File: src/ramIf_defs.svh
// Single 16-bit chip, fixed 4-word burst and 4-word config table; widths are not meant to change
`ifndef RAM_IF_DEFS_SVH
`define RAM_IF_DEFS_SVH

// RAM data bus
`define RAM_DQ_WIDTH 16

// Data words per test burst
`define RAM_BURST_LEN 4

// Divided ticks with clock low and bus released before the first read strobe
`define RAM_RD_WAIT 5

// Command words, first word of every data transaction
`define RAM_CMD_WRITE 16'h00A5
`define RAM_CMD_READ 16'h005A

// Setup table sent once after reset, one word per chip-select frame
`define RAM_CFG_WORDS 4
`define RAM_CFG_WORD0 16'hC001
`define RAM_CFG_WORD1 16'hC102
`define RAM_CFG_WORD2 16'hC210
`define RAM_CFG_WORD3 16'hC300

`endif

File: src/ramIfPkg.sv
// Shared bus, test and control types; errCount is 8 bits, so bursts stay below 256 words
`include "ramIf_defs.svh"

package ramIfPkg;

	// One bus source's view of the RAM pins
	typedef struct packed {
		logic [`RAM_DQ_WIDTH-1:0] dq;
		logic clk;
		// Chip select, active low
		logic cs;
		// High while the controller drives dq
		logic oe;
	} ramBusT;

	// Bus value with no transaction in flight
	localparam ramBusT busIdle = '{dq: '0, clk: 1'b0, cs: 1'b1, oe: 1'b1};

	typedef struct packed {
		logic [15:0] baseAddr;
	} ramTestReqT;

	typedef struct packed {
		logic done;
		logic pass;
		logic [7:0] errCount;
	} ramTestResT;

	typedef enum logic [1:0] {
		ctrlIdle,
		ctrlConfig,
		ctrlReady,
		ctrlTest
	} ramCtrlStateT;

endpackage

File: src/ramPortUnit.sv
// Only one of cfgEn and testEn may be high; both high or both low parks the bus idle
`timescale 1ns/1ps
`include "ramIf_defs.svh"

module ramPortUnit import ramIfPkg::*;
(
	input  logic                     iCLK,
	input  logic                     reset,
	input  ramBusT                   cfgBus,
	input  ramBusT                   testBus,
	input  logic                     cfgEn,
	input  logic                     testEn,
	input  logic [7:0]               memClkDiv,
	input  logic [`RAM_DQ_WIDTH-1:0] ramDqIn,
	output logic [`RAM_DQ_WIDTH-1:0] ramDqOut,
	output logic [1:0]               ramDqOe,
	output logic [1:0]               ramClk,
	output logic [1:0]               ramCe,
	output logic [`RAM_DQ_WIDTH-1:0] ramRd,
	output logic                     ramRe
);

	ramBusT nextBus;
	ramBusT pinBus;
	logic [7:0] divCnt;
	logic [3:0] waitCnt;
	logic divTick;
	logic readLow;

	// Source select
	always_comb
	begin
		case ({testEn, cfgEn})
			2'b01:
			begin
				nextBus = cfgBus;
				// Setup words are always writes
				nextBus.oe = 1'b1;
			end
			2'b10:
				nextBus = testBus;
			default:
				nextBus = busIdle;
		endcase
	end

	assign divTick = (divCnt >= memClkDiv);
	// RAM owns the bus and its clock is low
	assign readLow = !pinBus.oe && !pinBus.clk;

	always_ff @(posedge iCLK)
	begin
		if (reset)
		begin
			pinBus <= busIdle;
			divCnt <= 8'd0;
			waitCnt <= 4'd0;
			ramRe <= 1'b0;
		end
		else
		begin
			pinBus <= nextBus;
			// Divider only runs inside a chip-select frame
			if (pinBus.cs || divTick)
				divCnt <= 8'd0;
			else
				divCnt <= divCnt + 8'd1;
			if (pinBus.oe)
				waitCnt <= 4'd0;
			else if (readLow && divTick && (waitCnt != 4'(`RAM_RD_WAIT)))
				waitCnt <= waitCnt + 4'd1;
			ramRe <= readLow && divTick && (waitCnt == 4'(`RAM_RD_WAIT));
		end
	end

	// Read data follows the bus while the RAM clock is low
	always_ff @(posedge iCLK)
	begin
		if (!pinBus.clk)
			ramRd <= ramDqIn;
	end

	assign ramDqOut = pinBus.dq;
	// Both chip copies see the same pins
	assign ramDqOe = {2{pinBus.oe}};
	assign ramClk = {2{pinBus.clk}};
	assign ramCe = {2{pinBus.cs}};

endmodule

File: src/ramCfgSeq.sv
// Runs once per start pulse; a start while the table is in flight is ignored
`timescale 1ns/1ps
`include "ramIf_defs.svh"

module ramCfgSeq import ramIfPkg::*;
(
	input  logic   iCLK,
	input  logic   reset,
	input  logic   start,
	input  logic   stepTick,
	output ramBusT cfgBus,
	output logic   cfgDone
);

	localparam int idxW = $clog2(`RAM_CFG_WORDS);
	localparam logic [idxW-1:0] lastIdx = idxW'(`RAM_CFG_WORDS - 1);
	localparam logic [`RAM_DQ_WIDTH-1:0] cfgTable [`RAM_CFG_WORDS] = '{
		`RAM_CFG_WORD0, `RAM_CFG_WORD1, `RAM_CFG_WORD2, `RAM_CFG_WORD3
	};

	typedef enum logic [2:0] {sIdle, sSetup, sHigh, sLow, sRelease} cfgStateT;

	cfgStateT cfgState;
	logic [idxW-1:0] wordIdx;

	always_ff @(posedge iCLK)
	begin
		if (reset)
		begin
			cfgState <= sIdle;
			cfgBus <= busIdle;
			wordIdx <= '0;
			cfgDone <= 1'b0;
		end
		else
		begin
			cfgDone <= 1'b0;
			case (cfgState)
				sIdle:
					if (start)
					begin
						wordIdx <= '0;
						cfgState <= sSetup;
					end
				// Word on dq with cs low and clock low
				sSetup:
					if (stepTick)
					begin
						cfgBus.cs <= 1'b0;
						cfgBus.clk <= 1'b0;
						cfgBus.dq <= cfgTable[wordIdx];
						cfgState <= sHigh;
					end
				sHigh:
					if (stepTick)
					begin
						cfgBus.clk <= 1'b1;
						cfgState <= sLow;
					end
				sLow:
					if (stepTick)
					begin
						cfgBus.clk <= 1'b0;
						cfgState <= sRelease;
					end
				// One tick of cs high closes each word's frame
				sRelease:
					if (stepTick)
					begin
						cfgBus.cs <= 1'b1;
						if (wordIdx == lastIdx)
						begin
							cfgDone <= 1'b1;
							cfgState <= sIdle;
						end
						else
						begin
							wordIdx <= wordIdx + 1'b1;
							cfgState <= sSetup;
						end
					end
				default:
					cfgState <= sIdle;
			endcase
		end
	end

endmodule

File: src/ramTestEngine.sv
// Pattern word k is baseAddr + k*0x0101 mod 2^16; the burst must fit below address 0x10000
`timescale 1ns/1ps
`include "ramIf_defs.svh"

module ramTestEngine import ramIfPkg::*;
(
	input  logic                     iCLK,
	input  logic                     reset,
	input  logic                     start,
	input  logic                     stepTick,
	input  ramTestReqT               req,
	input  logic [`RAM_DQ_WIDTH-1:0] ramRd,
	input  logic                     ramRe,
	output ramBusT                   testBus,
	output ramTestResT               result
);

	typedef enum logic [3:0] {
		sIdle, sSetup, sHigh, sLow, sRelease, sTurn, sRdHigh, sRdLow, sSettle, sWait
	} engStateT;

	engStateT engState;
	logic reading;
	logic [7:0] wordIdx;
	logic [15:0] baseAddr;
	logic [`RAM_DQ_WIDTH-1:0] txWord;

	function automatic logic [15:0] patternWord(input logic [15:0] base, input logic [7:0] k);
		patternWord = base + ({8'd0, k} * 16'h0101);
	endfunction

	// Command, then address, then write data
	always_comb
	begin
		if (wordIdx == 8'd0)
			txWord = reading ? `RAM_CMD_READ : `RAM_CMD_WRITE;
		else if (wordIdx == 8'd1)
			txWord = baseAddr;
		else
			txWord = patternWord(baseAddr, wordIdx - 8'd2);
	end

	always_ff @(posedge iCLK)
	begin
		if (engState == sIdle && start)
			baseAddr <= req.baseAddr;
	end

	always_ff @(posedge iCLK)
	begin
		if (reset)
		begin
			engState <= sIdle;
			testBus <= busIdle;
			result <= '0;
			reading <= 1'b0;
			wordIdx <= 8'd0;
		end
		else
		begin
			result.done <= 1'b0;
			case (engState)
				sIdle:
					if (start)
					begin
						reading <= 1'b0;
						wordIdx <= 8'd0;
						result.pass <= 1'b0;
						result.errCount <= 8'd0;
						engState <= sSetup;
					end
				sSetup:
					if (stepTick)
					begin
						testBus.cs <= 1'b0;
						testBus.clk <= 1'b0;
						testBus.dq <= txWord;
						engState <= sHigh;
					end
				sHigh:
					if (stepTick)
					begin
						testBus.clk <= 1'b1;
						engState <= sLow;
					end
				sLow:
					if (stepTick)
					begin
						testBus.clk <= 1'b0;
						if (reading && wordIdx == 8'd1)
						begin
							wordIdx <= 8'd0;
							engState <= sTurn;
						end
						else if (!reading && wordIdx == 8'(`RAM_BURST_LEN + 1))
							engState <= sRelease;
						else
						begin
							wordIdx <= wordIdx + 8'd1;
							engState <= sSetup;
						end
					end
				sRelease:
					if (stepTick)
					begin
						testBus.cs <= 1'b1;
						testBus.oe <= 1'b1;
						if (reading)
						begin
							result.done <= 1'b1;
							result.pass <= (result.errCount == 8'd0);
							engState <= sIdle;
						end
						else
						begin
							reading <= 1'b1;
							wordIdx <= 8'd0;
							engState <= sSetup;
						end
					end
				// Hand the bus to the RAM
				sTurn:
					if (stepTick)
					begin
						testBus.oe <= 1'b0;
						engState <= sRdHigh;
					end
				sRdHigh:
					if (stepTick)
					begin
						testBus.clk <= 1'b1;
						engState <= sRdLow;
					end
				sRdLow:
					if (stepTick)
					begin
						testBus.clk <= 1'b0;
						engState <= sSettle;
					end
				// Skips a strobe issued before the port saw the high phase
				sSettle:
					engState <= sWait;
				sWait:
					if (ramRe)
					begin
						if (ramRd != patternWord(baseAddr, wordIdx))
							result.errCount <= result.errCount + 8'd1;
						if (wordIdx == 8'(`RAM_BURST_LEN - 1))
							engState <= sRelease;
						else
						begin
							wordIdx <= wordIdx + 8'd1;
							engState <= sRdHigh;
						end
					end
				default:
					engState <= sIdle;
			endcase
		end
	end

endmodule

File: src/ramIfCtrl.sv
// Config starts by itself after reset; testStart counts only in the ready state
`timescale 1ns/1ps
`include "ramIf_defs.svh"

module ramIfCtrl import ramIfPkg::*;
(
	input  logic         iCLK,
	input  logic         reset,
	input  logic [7:0]   memClkDiv,
	input  logic         testStart,
	input  ramTestReqT   testReq,
	input  logic         cfgDone,
	input  ramTestResT   engineRes,
	output logic         stepTick,
	output logic         cfgStart,
	output logic         cfgEn,
	output logic         testEn,
	output logic         engineStart,
	output ramTestReqT   engineReq,
	output ramCtrlStateT state,
	output logic         busy,
	output logic         testDone,
	output logic         testPass,
	output logic [7:0]   errCount
);

	logic [7:0] tickCnt;

	// Pacing tick, once every memClkDiv+1 cycles
	assign stepTick = (tickCnt >= memClkDiv);

	always_ff @(posedge iCLK)
	begin
		if (reset || stepTick)
			tickCnt <= 8'd0;
		else
			tickCnt <= tickCnt + 8'd1;
	end

	// Bus goes only to the source of the active phase
	assign cfgEn = (state == ctrlConfig);
	assign testEn = (state == ctrlTest);
	assign busy = (state != ctrlReady);

	always_ff @(posedge iCLK)
	begin
		if (state == ctrlReady && testStart)
			engineReq <= testReq;
	end

	always_ff @(posedge iCLK)
	begin
		if (reset)
		begin
			state <= ctrlIdle;
			cfgStart <= 1'b0;
			engineStart <= 1'b0;
			testDone <= 1'b0;
			testPass <= 1'b0;
			errCount <= 8'd0;
		end
		else
		begin
			cfgStart <= 1'b0;
			engineStart <= 1'b0;
			testDone <= 1'b0;
			case (state)
				ctrlIdle:
				begin
					cfgStart <= 1'b1;
					state <= ctrlConfig;
				end
				ctrlConfig:
					if (cfgDone)
						state <= ctrlReady;
				ctrlReady:
					if (testStart)
					begin
						engineStart <= 1'b1;
						// Previous result is dropped once a new test is under way
						testPass <= 1'b0;
						errCount <= 8'd0;
						state <= ctrlTest;
					end
				ctrlTest:
					if (engineRes.done)
					begin
						testDone <= 1'b1;
						testPass <= engineRes.pass;
						errCount <= engineRes.errCount;
						state <= ctrlReady;
					end
				default:
					state <= ctrlIdle;
			endcase
		end
	end

endmodule

File: src/ramIfTop.sv
// RAM pins are split into dq out, dq in and a per-copy output enable; the tristate buffer is outside
`timescale 1ns/1ps
`include "ramIf_defs.svh"

module ramIfTop import ramIfPkg::*;
(
	input  logic                     iCLK,
	input  logic                     reset,
	input  logic [7:0]               memClkDiv,
	input  logic                     testStart,
	input  ramTestReqT               testReq,
	input  logic [`RAM_DQ_WIDTH-1:0] ramDqIn,
	output logic [`RAM_DQ_WIDTH-1:0] ramDqOut,
	output logic [1:0]               ramDqOe,
	output logic [1:0]               ramClk,
	output logic [1:0]               ramCe,
	output ramCtrlStateT             state,
	output logic                     busy,
	output logic                     testDone,
	output logic                     testPass,
	output logic [7:0]               errCount
);

	ramBusT cfgBus;
	ramBusT testBus;
	ramTestReqT engineReq;
	ramTestResT engineRes;
	logic stepTick;
	logic cfgStart;
	logic cfgDone;
	logic cfgEn;
	logic testEn;
	logic engineStart;
	logic [`RAM_DQ_WIDTH-1:0] ramRd;
	logic ramRe;

	ramIfCtrl ctrl_i (
		.iCLK(iCLK), .reset(reset), .memClkDiv(memClkDiv),
		.testStart(testStart), .testReq(testReq),
		.cfgDone(cfgDone), .engineRes(engineRes),
		.stepTick(stepTick), .cfgStart(cfgStart), .cfgEn(cfgEn), .testEn(testEn),
		.engineStart(engineStart), .engineReq(engineReq),
		.state(state), .busy(busy), .testDone(testDone),
		.testPass(testPass), .errCount(errCount)
	);

	ramCfgSeq cfgSeq_i (
		.iCLK(iCLK), .reset(reset), .start(cfgStart), .stepTick(stepTick),
		.cfgBus(cfgBus), .cfgDone(cfgDone)
	);

	ramTestEngine engine_i (
		.iCLK(iCLK), .reset(reset), .start(engineStart), .stepTick(stepTick),
		.req(engineReq), .ramRd(ramRd), .ramRe(ramRe),
		.testBus(testBus), .result(engineRes)
	);

	ramPortUnit port_i (
		.iCLK(iCLK), .reset(reset), .cfgBus(cfgBus), .testBus(testBus),
		.cfgEn(cfgEn), .testEn(testEn), .memClkDiv(memClkDiv),
		.ramDqIn(ramDqIn), .ramDqOut(ramDqOut), .ramDqOe(ramDqOe),
		.ramClk(ramClk), .ramCe(ramCe), .ramRd(ramRd), .ramRe(ramRe)
	);

endmodule

File: config.mk
export PLATFORM = sky130hd
export DESIGN_NAME = ramIfTop
export DESIGN_NICKNAME = d
export VERILOG_FILES = /design/src/ramIfPkg.sv /design/src/ramPortUnit.sv /design/src/ramCfgSeq.sv /design/src/ramTestEngine.sv /design/src/ramIfCtrl.sv /design/src/ramIfTop.sv
export VERILOG_INCLUDE_DIRS = /design/src
export SDC_FILE = /design/constraint.sdc
export NUM_CORES = 1
export LEC_CHECK = 0
export BUFFER_PORTS_ARGS = -buffer_cell sky130_fd_sc_hd__buf_2
export CORE_MARGIN = 4
export CORE_UTILIZATION = 32
export CTS_BUF_LIST = sky130_fd_sc_hd__clkbuf_8
export CTS_CLUSTER_DIAMETER = 80
export DETAILED_ROUTE_END_ITERATION = 6
export GPL_ROUTABILITY_DRIVEN = 0
export PLACE_DENSITY = 0.59
export SLEW_MARGIN = 10
export SYNTH_ARGS = -nofsm -noshare
export SYNTH_HDL_FRONTEND = slang
export SYNTH_SLANG_ARGS = --single-unit
export TNS_END_PERCENT = 100
File: constraint.sdc
create_clock -name iCLK -period 7.3 [get_ports iCLK]
set_input_delay 0.73 -clock iCLK [delete_from_list [all_inputs] [get_ports iCLK]]
set_output_delay 0.73 -clock iCLK [all_outputs]
set_load 0.02 [all_outputs]
==> run summary <==
run status -> finished clean
area used by sequential logic in the layout -> 3643 um2
DR vias -> 6,533
sort of element at the end of the critical path -> register
pin count of the biggest net entering global routing -> 66
data required time of the critical path -> 7.65 ns
worst stage delay on the critical path -> 0.50 ns
synthesized area divided by synthesized cell count -> 9.654 um2
vias per cell -> 4.927
depth of the worst register-to-register path -> 17
violation count after the first detailed-route iteration -> 467
final-stage net count -> 1,130
number of endpoints failing setup at the final stage -> 0
maxcap violations -> 0
unrepaired setup endpoints after global routing -> no
switching power share of the total -> 0.2765
share of layout cells above drive strength 1 -> 0.1279
number of buffers added to fix hold violations after cts -> 0
maximum clock skew at final layout -> 0.01306 ns
maximum resistive drop on vdd -> 0.0001091 V
count of clock tree sinks -> 158
share of total power in sequential cells -> 0.551
Synth Net Count -> 1,065
multi-input gate area in the final layout -> 4735 um2
Die Height -> 173.4 um
Post-Synth XOR/XNOR Area -> 0.05859
dominant combinational cell family by area after synthesis -> adder cells
average routed wire per standard cell -> 15.01 um
cell internal power dissipation -> 1.225 mW
Fmax -> 221.8 MHz
Clock power frac -> 0.372
detailed-route DRC error count -> 0
classification of the worst setup path -> register to register
Synth Cell Area -> 8756 um2
adder and majority cell fraction of the synthesized area -> 0.1695
FP Rows -> 60
number of global-route vias before repair -> 6,292
Max stage delay cell, worst path -> sky130_fd_sc_hd__fa_1
overall power after layout -> 1.693 mW
global-route wire length before repair -> 32,530 um
relative slew slack -> 0.2835
Arrival @ worst endpoint -> 4.86 ns
time the final worst path needs with I/O delays and setup -> 4.509 ns
Post-synth EDFFs -> 48
Max Transition Viols Final -> 0
Initial DRT Pass Iterations -> 4
Final Hold Vio Count -> 0
most numerous cell on the critical path -> sky130_fd_sc_hd__ha_1
Worst Setup Start Kind -> register
Post-Syn Instances -> 907
number of synthesized register bits -> 158
Layout fillers -> 2,707
Clk Tree Root Cell -> sky130_fd_sc_hd__clkbuf_8
Inserted Diodes -> 0
IO Pins -> 78
cell area power density -> 172.6 nW/um2
area of the core -> 26,950 um2
fraction of the mapped netlist area in compound gates -> 0.1179
mux contribution to synthesized area -> 0.03087
later-pin clock latency in the skew report -> 0.47 ns
number of distinct library cells after synthesis -> 64
initial antenna violation count -> 0
simple-gate share of the synthesized area -> 0.1639
fraction of the cycle the final worst path needs -> 0.6177
estimated wirelength of the detail-placed design -> 14,990 um
static leakage -> 4.159 nW
Initial Utilization -> 0.3249
critical-path maximum fanout -> 9
overall die width -> 173.4 um
most used flip-flop cell after synthesis -> sky130_fd_sc_hd__dfxtp_1
post-CTS setup buffers -> 0
post-synthesis sequential area ratio -> 0.4161
CTS clk-pin slew, worst paths -> 0.09 ns
Warnings, synthesis -> 0
count of input and output buffers -> 77
total wire length -> 19,900 um
count of H-tree levels built during CTS -> 4
pin slew with the least headroom to its limit -> 1.066 ns
ys async rst share -> 0
antenna-violating nets left -> 0
layout overhead on the synthesized area -> 12.00%
switching power -> 0.4681 mW
Overall Global Routing Usage -> 0.1316
maximum number of buffers from clock root to sink -> 2
Worst Hold Path Cells -> 0
ordered list of cells on the worst path -> ha_1 -> ha_1 -> ha_1 -> inv_1 -> fa_1 -> inv_1 -> ha_1 -> fa_1 -> a21o_1 -> a41oi_2 -> a21oi_1 -> a211o_1 -> a2111oi_2 -> nand4_1 -> and3_1 -> o2111ai_1 -> o22ai_1
final hold slack -> 0.4157 ns
Congestion Overflow GR -> 0
worst hold path class -> register to register
TritonCTS clock tree -> built
Gate power share -> 0.077
Total Negative Setup Slacks -> 0 ns
die area -> 30,070 um2
Num CTS Buffers -> 17
post-cts resize count -> 0
-- worst max-delay path: cells and delay by family, from the launching register on --
family          cells  cell delay, ns
fa+ha+maj           6            1.74
compound gates      7            1.57
simple gates        2            0.54
flops               1            0.44
buf+inv             2            0.11
-- routing by layer --
layer,track usage,vias to the layer above,part of all wire
met5,0,-,0
met4,0.04357,0,0.017
met2,0.2067,138,0.45
met3,0.02748,23,0.036
met1,0.1810,3028,0.50
li1,-,3344,-
-- registers in the layout, summed over array words and instances (netlist names), 3 cells and up --
name	cells
cfgSeq_i.cfgBus	8
cfgSeq_i.cfgState	3
ctrl_i.engineReq	16
ctrl_i.errCount	8
ctrl_i.tickCnt	8
engine_i.baseAddr	16
engine_i.engState	4
engine_i.result	10
engine_i.testBus	19
engine_i.wordIdx	8
port_i.divCnt	8
port_i.ramDqOut	16
port_i.ramRd	16
port_i.waitCnt	4
-- metrics by stage --
stage	worst slack (ns)	util	cells	area, um2
finish	2.791	0.3639	1326	9807
CTS	2.746	0.3639	1326	9807
global route	2.559	0.3639	1326	9807
floorplan	3.244	-	907	8756
detailed placement	2.739	0.3502	1294	9438
global placement	2.926	0.3502	1294	9438
-- cells by family after synthesis --
group	count (synthesis)
and+or+nand+nor	296
adders and majority gates	115
xor gates and xnor gates	57
DFF	158
AOI/OAI and AO/OA	163
buffers and inverters	91
muxes	27
-- layout by cell type, fill, tap and decap left out, types with 3 or more instances in the layout --
| cell | count |
|---|---|
| sky130_fd_sc_hd__nand2b_1 | 8 |
| sky130_fd_sc_hd__xnor2_1 | 32 |
| sky130_fd_sc_hd__dfxtp_1 | 110 |
| sky130_fd_sc_hd__buf_4 | 6 |
| sky130_fd_sc_hd__a31oi_1 | 5 |
| sky130_fd_sc_hd__clkbuf_8 | 19 |
| sky130_fd_sc_hd__a21oi_1 | 69 |
| sky130_fd_sc_hd__nand4_1 | 19 |
| sky130_fd_sc_hd__a32oi_1 | 3 |
| sky130_fd_sc_hd__a211oi_1 | 9 |
| sky130_fd_sc_hd__nand2_1 | 70 |
| sky130_fd_sc_hd__mux2i_1 | 27 |
| sky130_fd_sc_hd__inv_1 | 55 |
| sky130_fd_sc_hd__a21o_1 | 11 |
| sky130_fd_sc_hd__buf_2 | 77 |
| sky130_fd_sc_hd__a311oi_1 | 7 |
| sky130_fd_sc_hd__nor2b_1 | 9 |
| sky130_fd_sc_hd__nor4_1 | 5 |
| sky130_fd_sc_hd__nor3_1 | 17 |
| sky130_fd_sc_hd__or2_2 | 3 |
| sky130_fd_sc_hd__ha_1 | 109 |
| sky130_fd_sc_hd__inv_6 | 3 |
| sky130_fd_sc_hd__xor2_1 | 24 |
| sky130_fd_sc_hd__edfxtp_1 | 48 |
| sky130_fd_sc_hd__nand3_1 | 24 |
| sky130_fd_sc_hd__and2_1 | 13 |
| sky130_fd_sc_hd__fa_1 | 6 |
| sky130_fd_sc_hd__or3_1 | 19 |
| sky130_fd_sc_hd__and3_1 | 14 |
| sky130_fd_sc_hd__clkinv_4 | 4 |
| sky130_fd_sc_hd__nor2_1 | 85 |
| sky130_fd_sc_hd__o21a_1 | 6 |
| sky130_fd_sc_hd__o21ai_0 | 26 |
-- power by group through the flow --
stage          combinational [mW]  clock, mW  sequential, mW
6_report                    0.131      0.629           0.932
5_1_grt                     0.149      0.685           0.935
4_1_cts                     0.130      0.646           0.932
3_5_place_dp                0.129          0           0.953
3_3_place_gp                0.129          0           0.953
2_1_floorplan               0.103          0           0.944
-- final cells by class --
cell class,instances,share of cell area
Tap cell,341,0.04351
Clock inverter,13,0.01097
Clock buffer,19,0.02666
Inverter,54,0.02067
Timing Repair Buffer,83,0.04389
Sequential cell,158,0.3715
Multi-Input combinational cell,658,0.4828
-- worst paths after layout --
path	start	endpoint	slack (ns)
min reg2reg	ctrl_i.engineReq[13]	engine_i.baseAddr[13]	0.42
min	ctrl_i.engineReq[13]	engine_i.baseAddr[13]	0.42
max	engine_i.baseAddr[1]	engine_i.result[2]	2.79
max reg2reg	engine_i.baseAddr[1]	engine_i.result[2]	2.79
-- Yosys cell counts, drive strengths merged, types with 6 or more instances --
library cell    n  share of area
a211oi          9         0.0077
a21o           11         0.0094
a21oi          69          0.039
a311oi          7         0.0070
and2           14          0.010
and3           15          0.011
buf             8         0.0069
clkbuf         28          0.012
dfxtp         110           0.25
edfxtp         48           0.16
fa              6          0.014
ha            109           0.16
inv            54          0.023
mux2i          27          0.031
nand2          70          0.030
nand2b          8         0.0057
nand3          25          0.015
nand4          19          0.014
nor2           85          0.036
nor2b           9         0.0064
nor3           18          0.011
o21a            6         0.0051
o21ai          26          0.015
or3            19          0.014
xnor2          32          0.032
xor2           24          0.024
(Power assumes the default switching activity.)
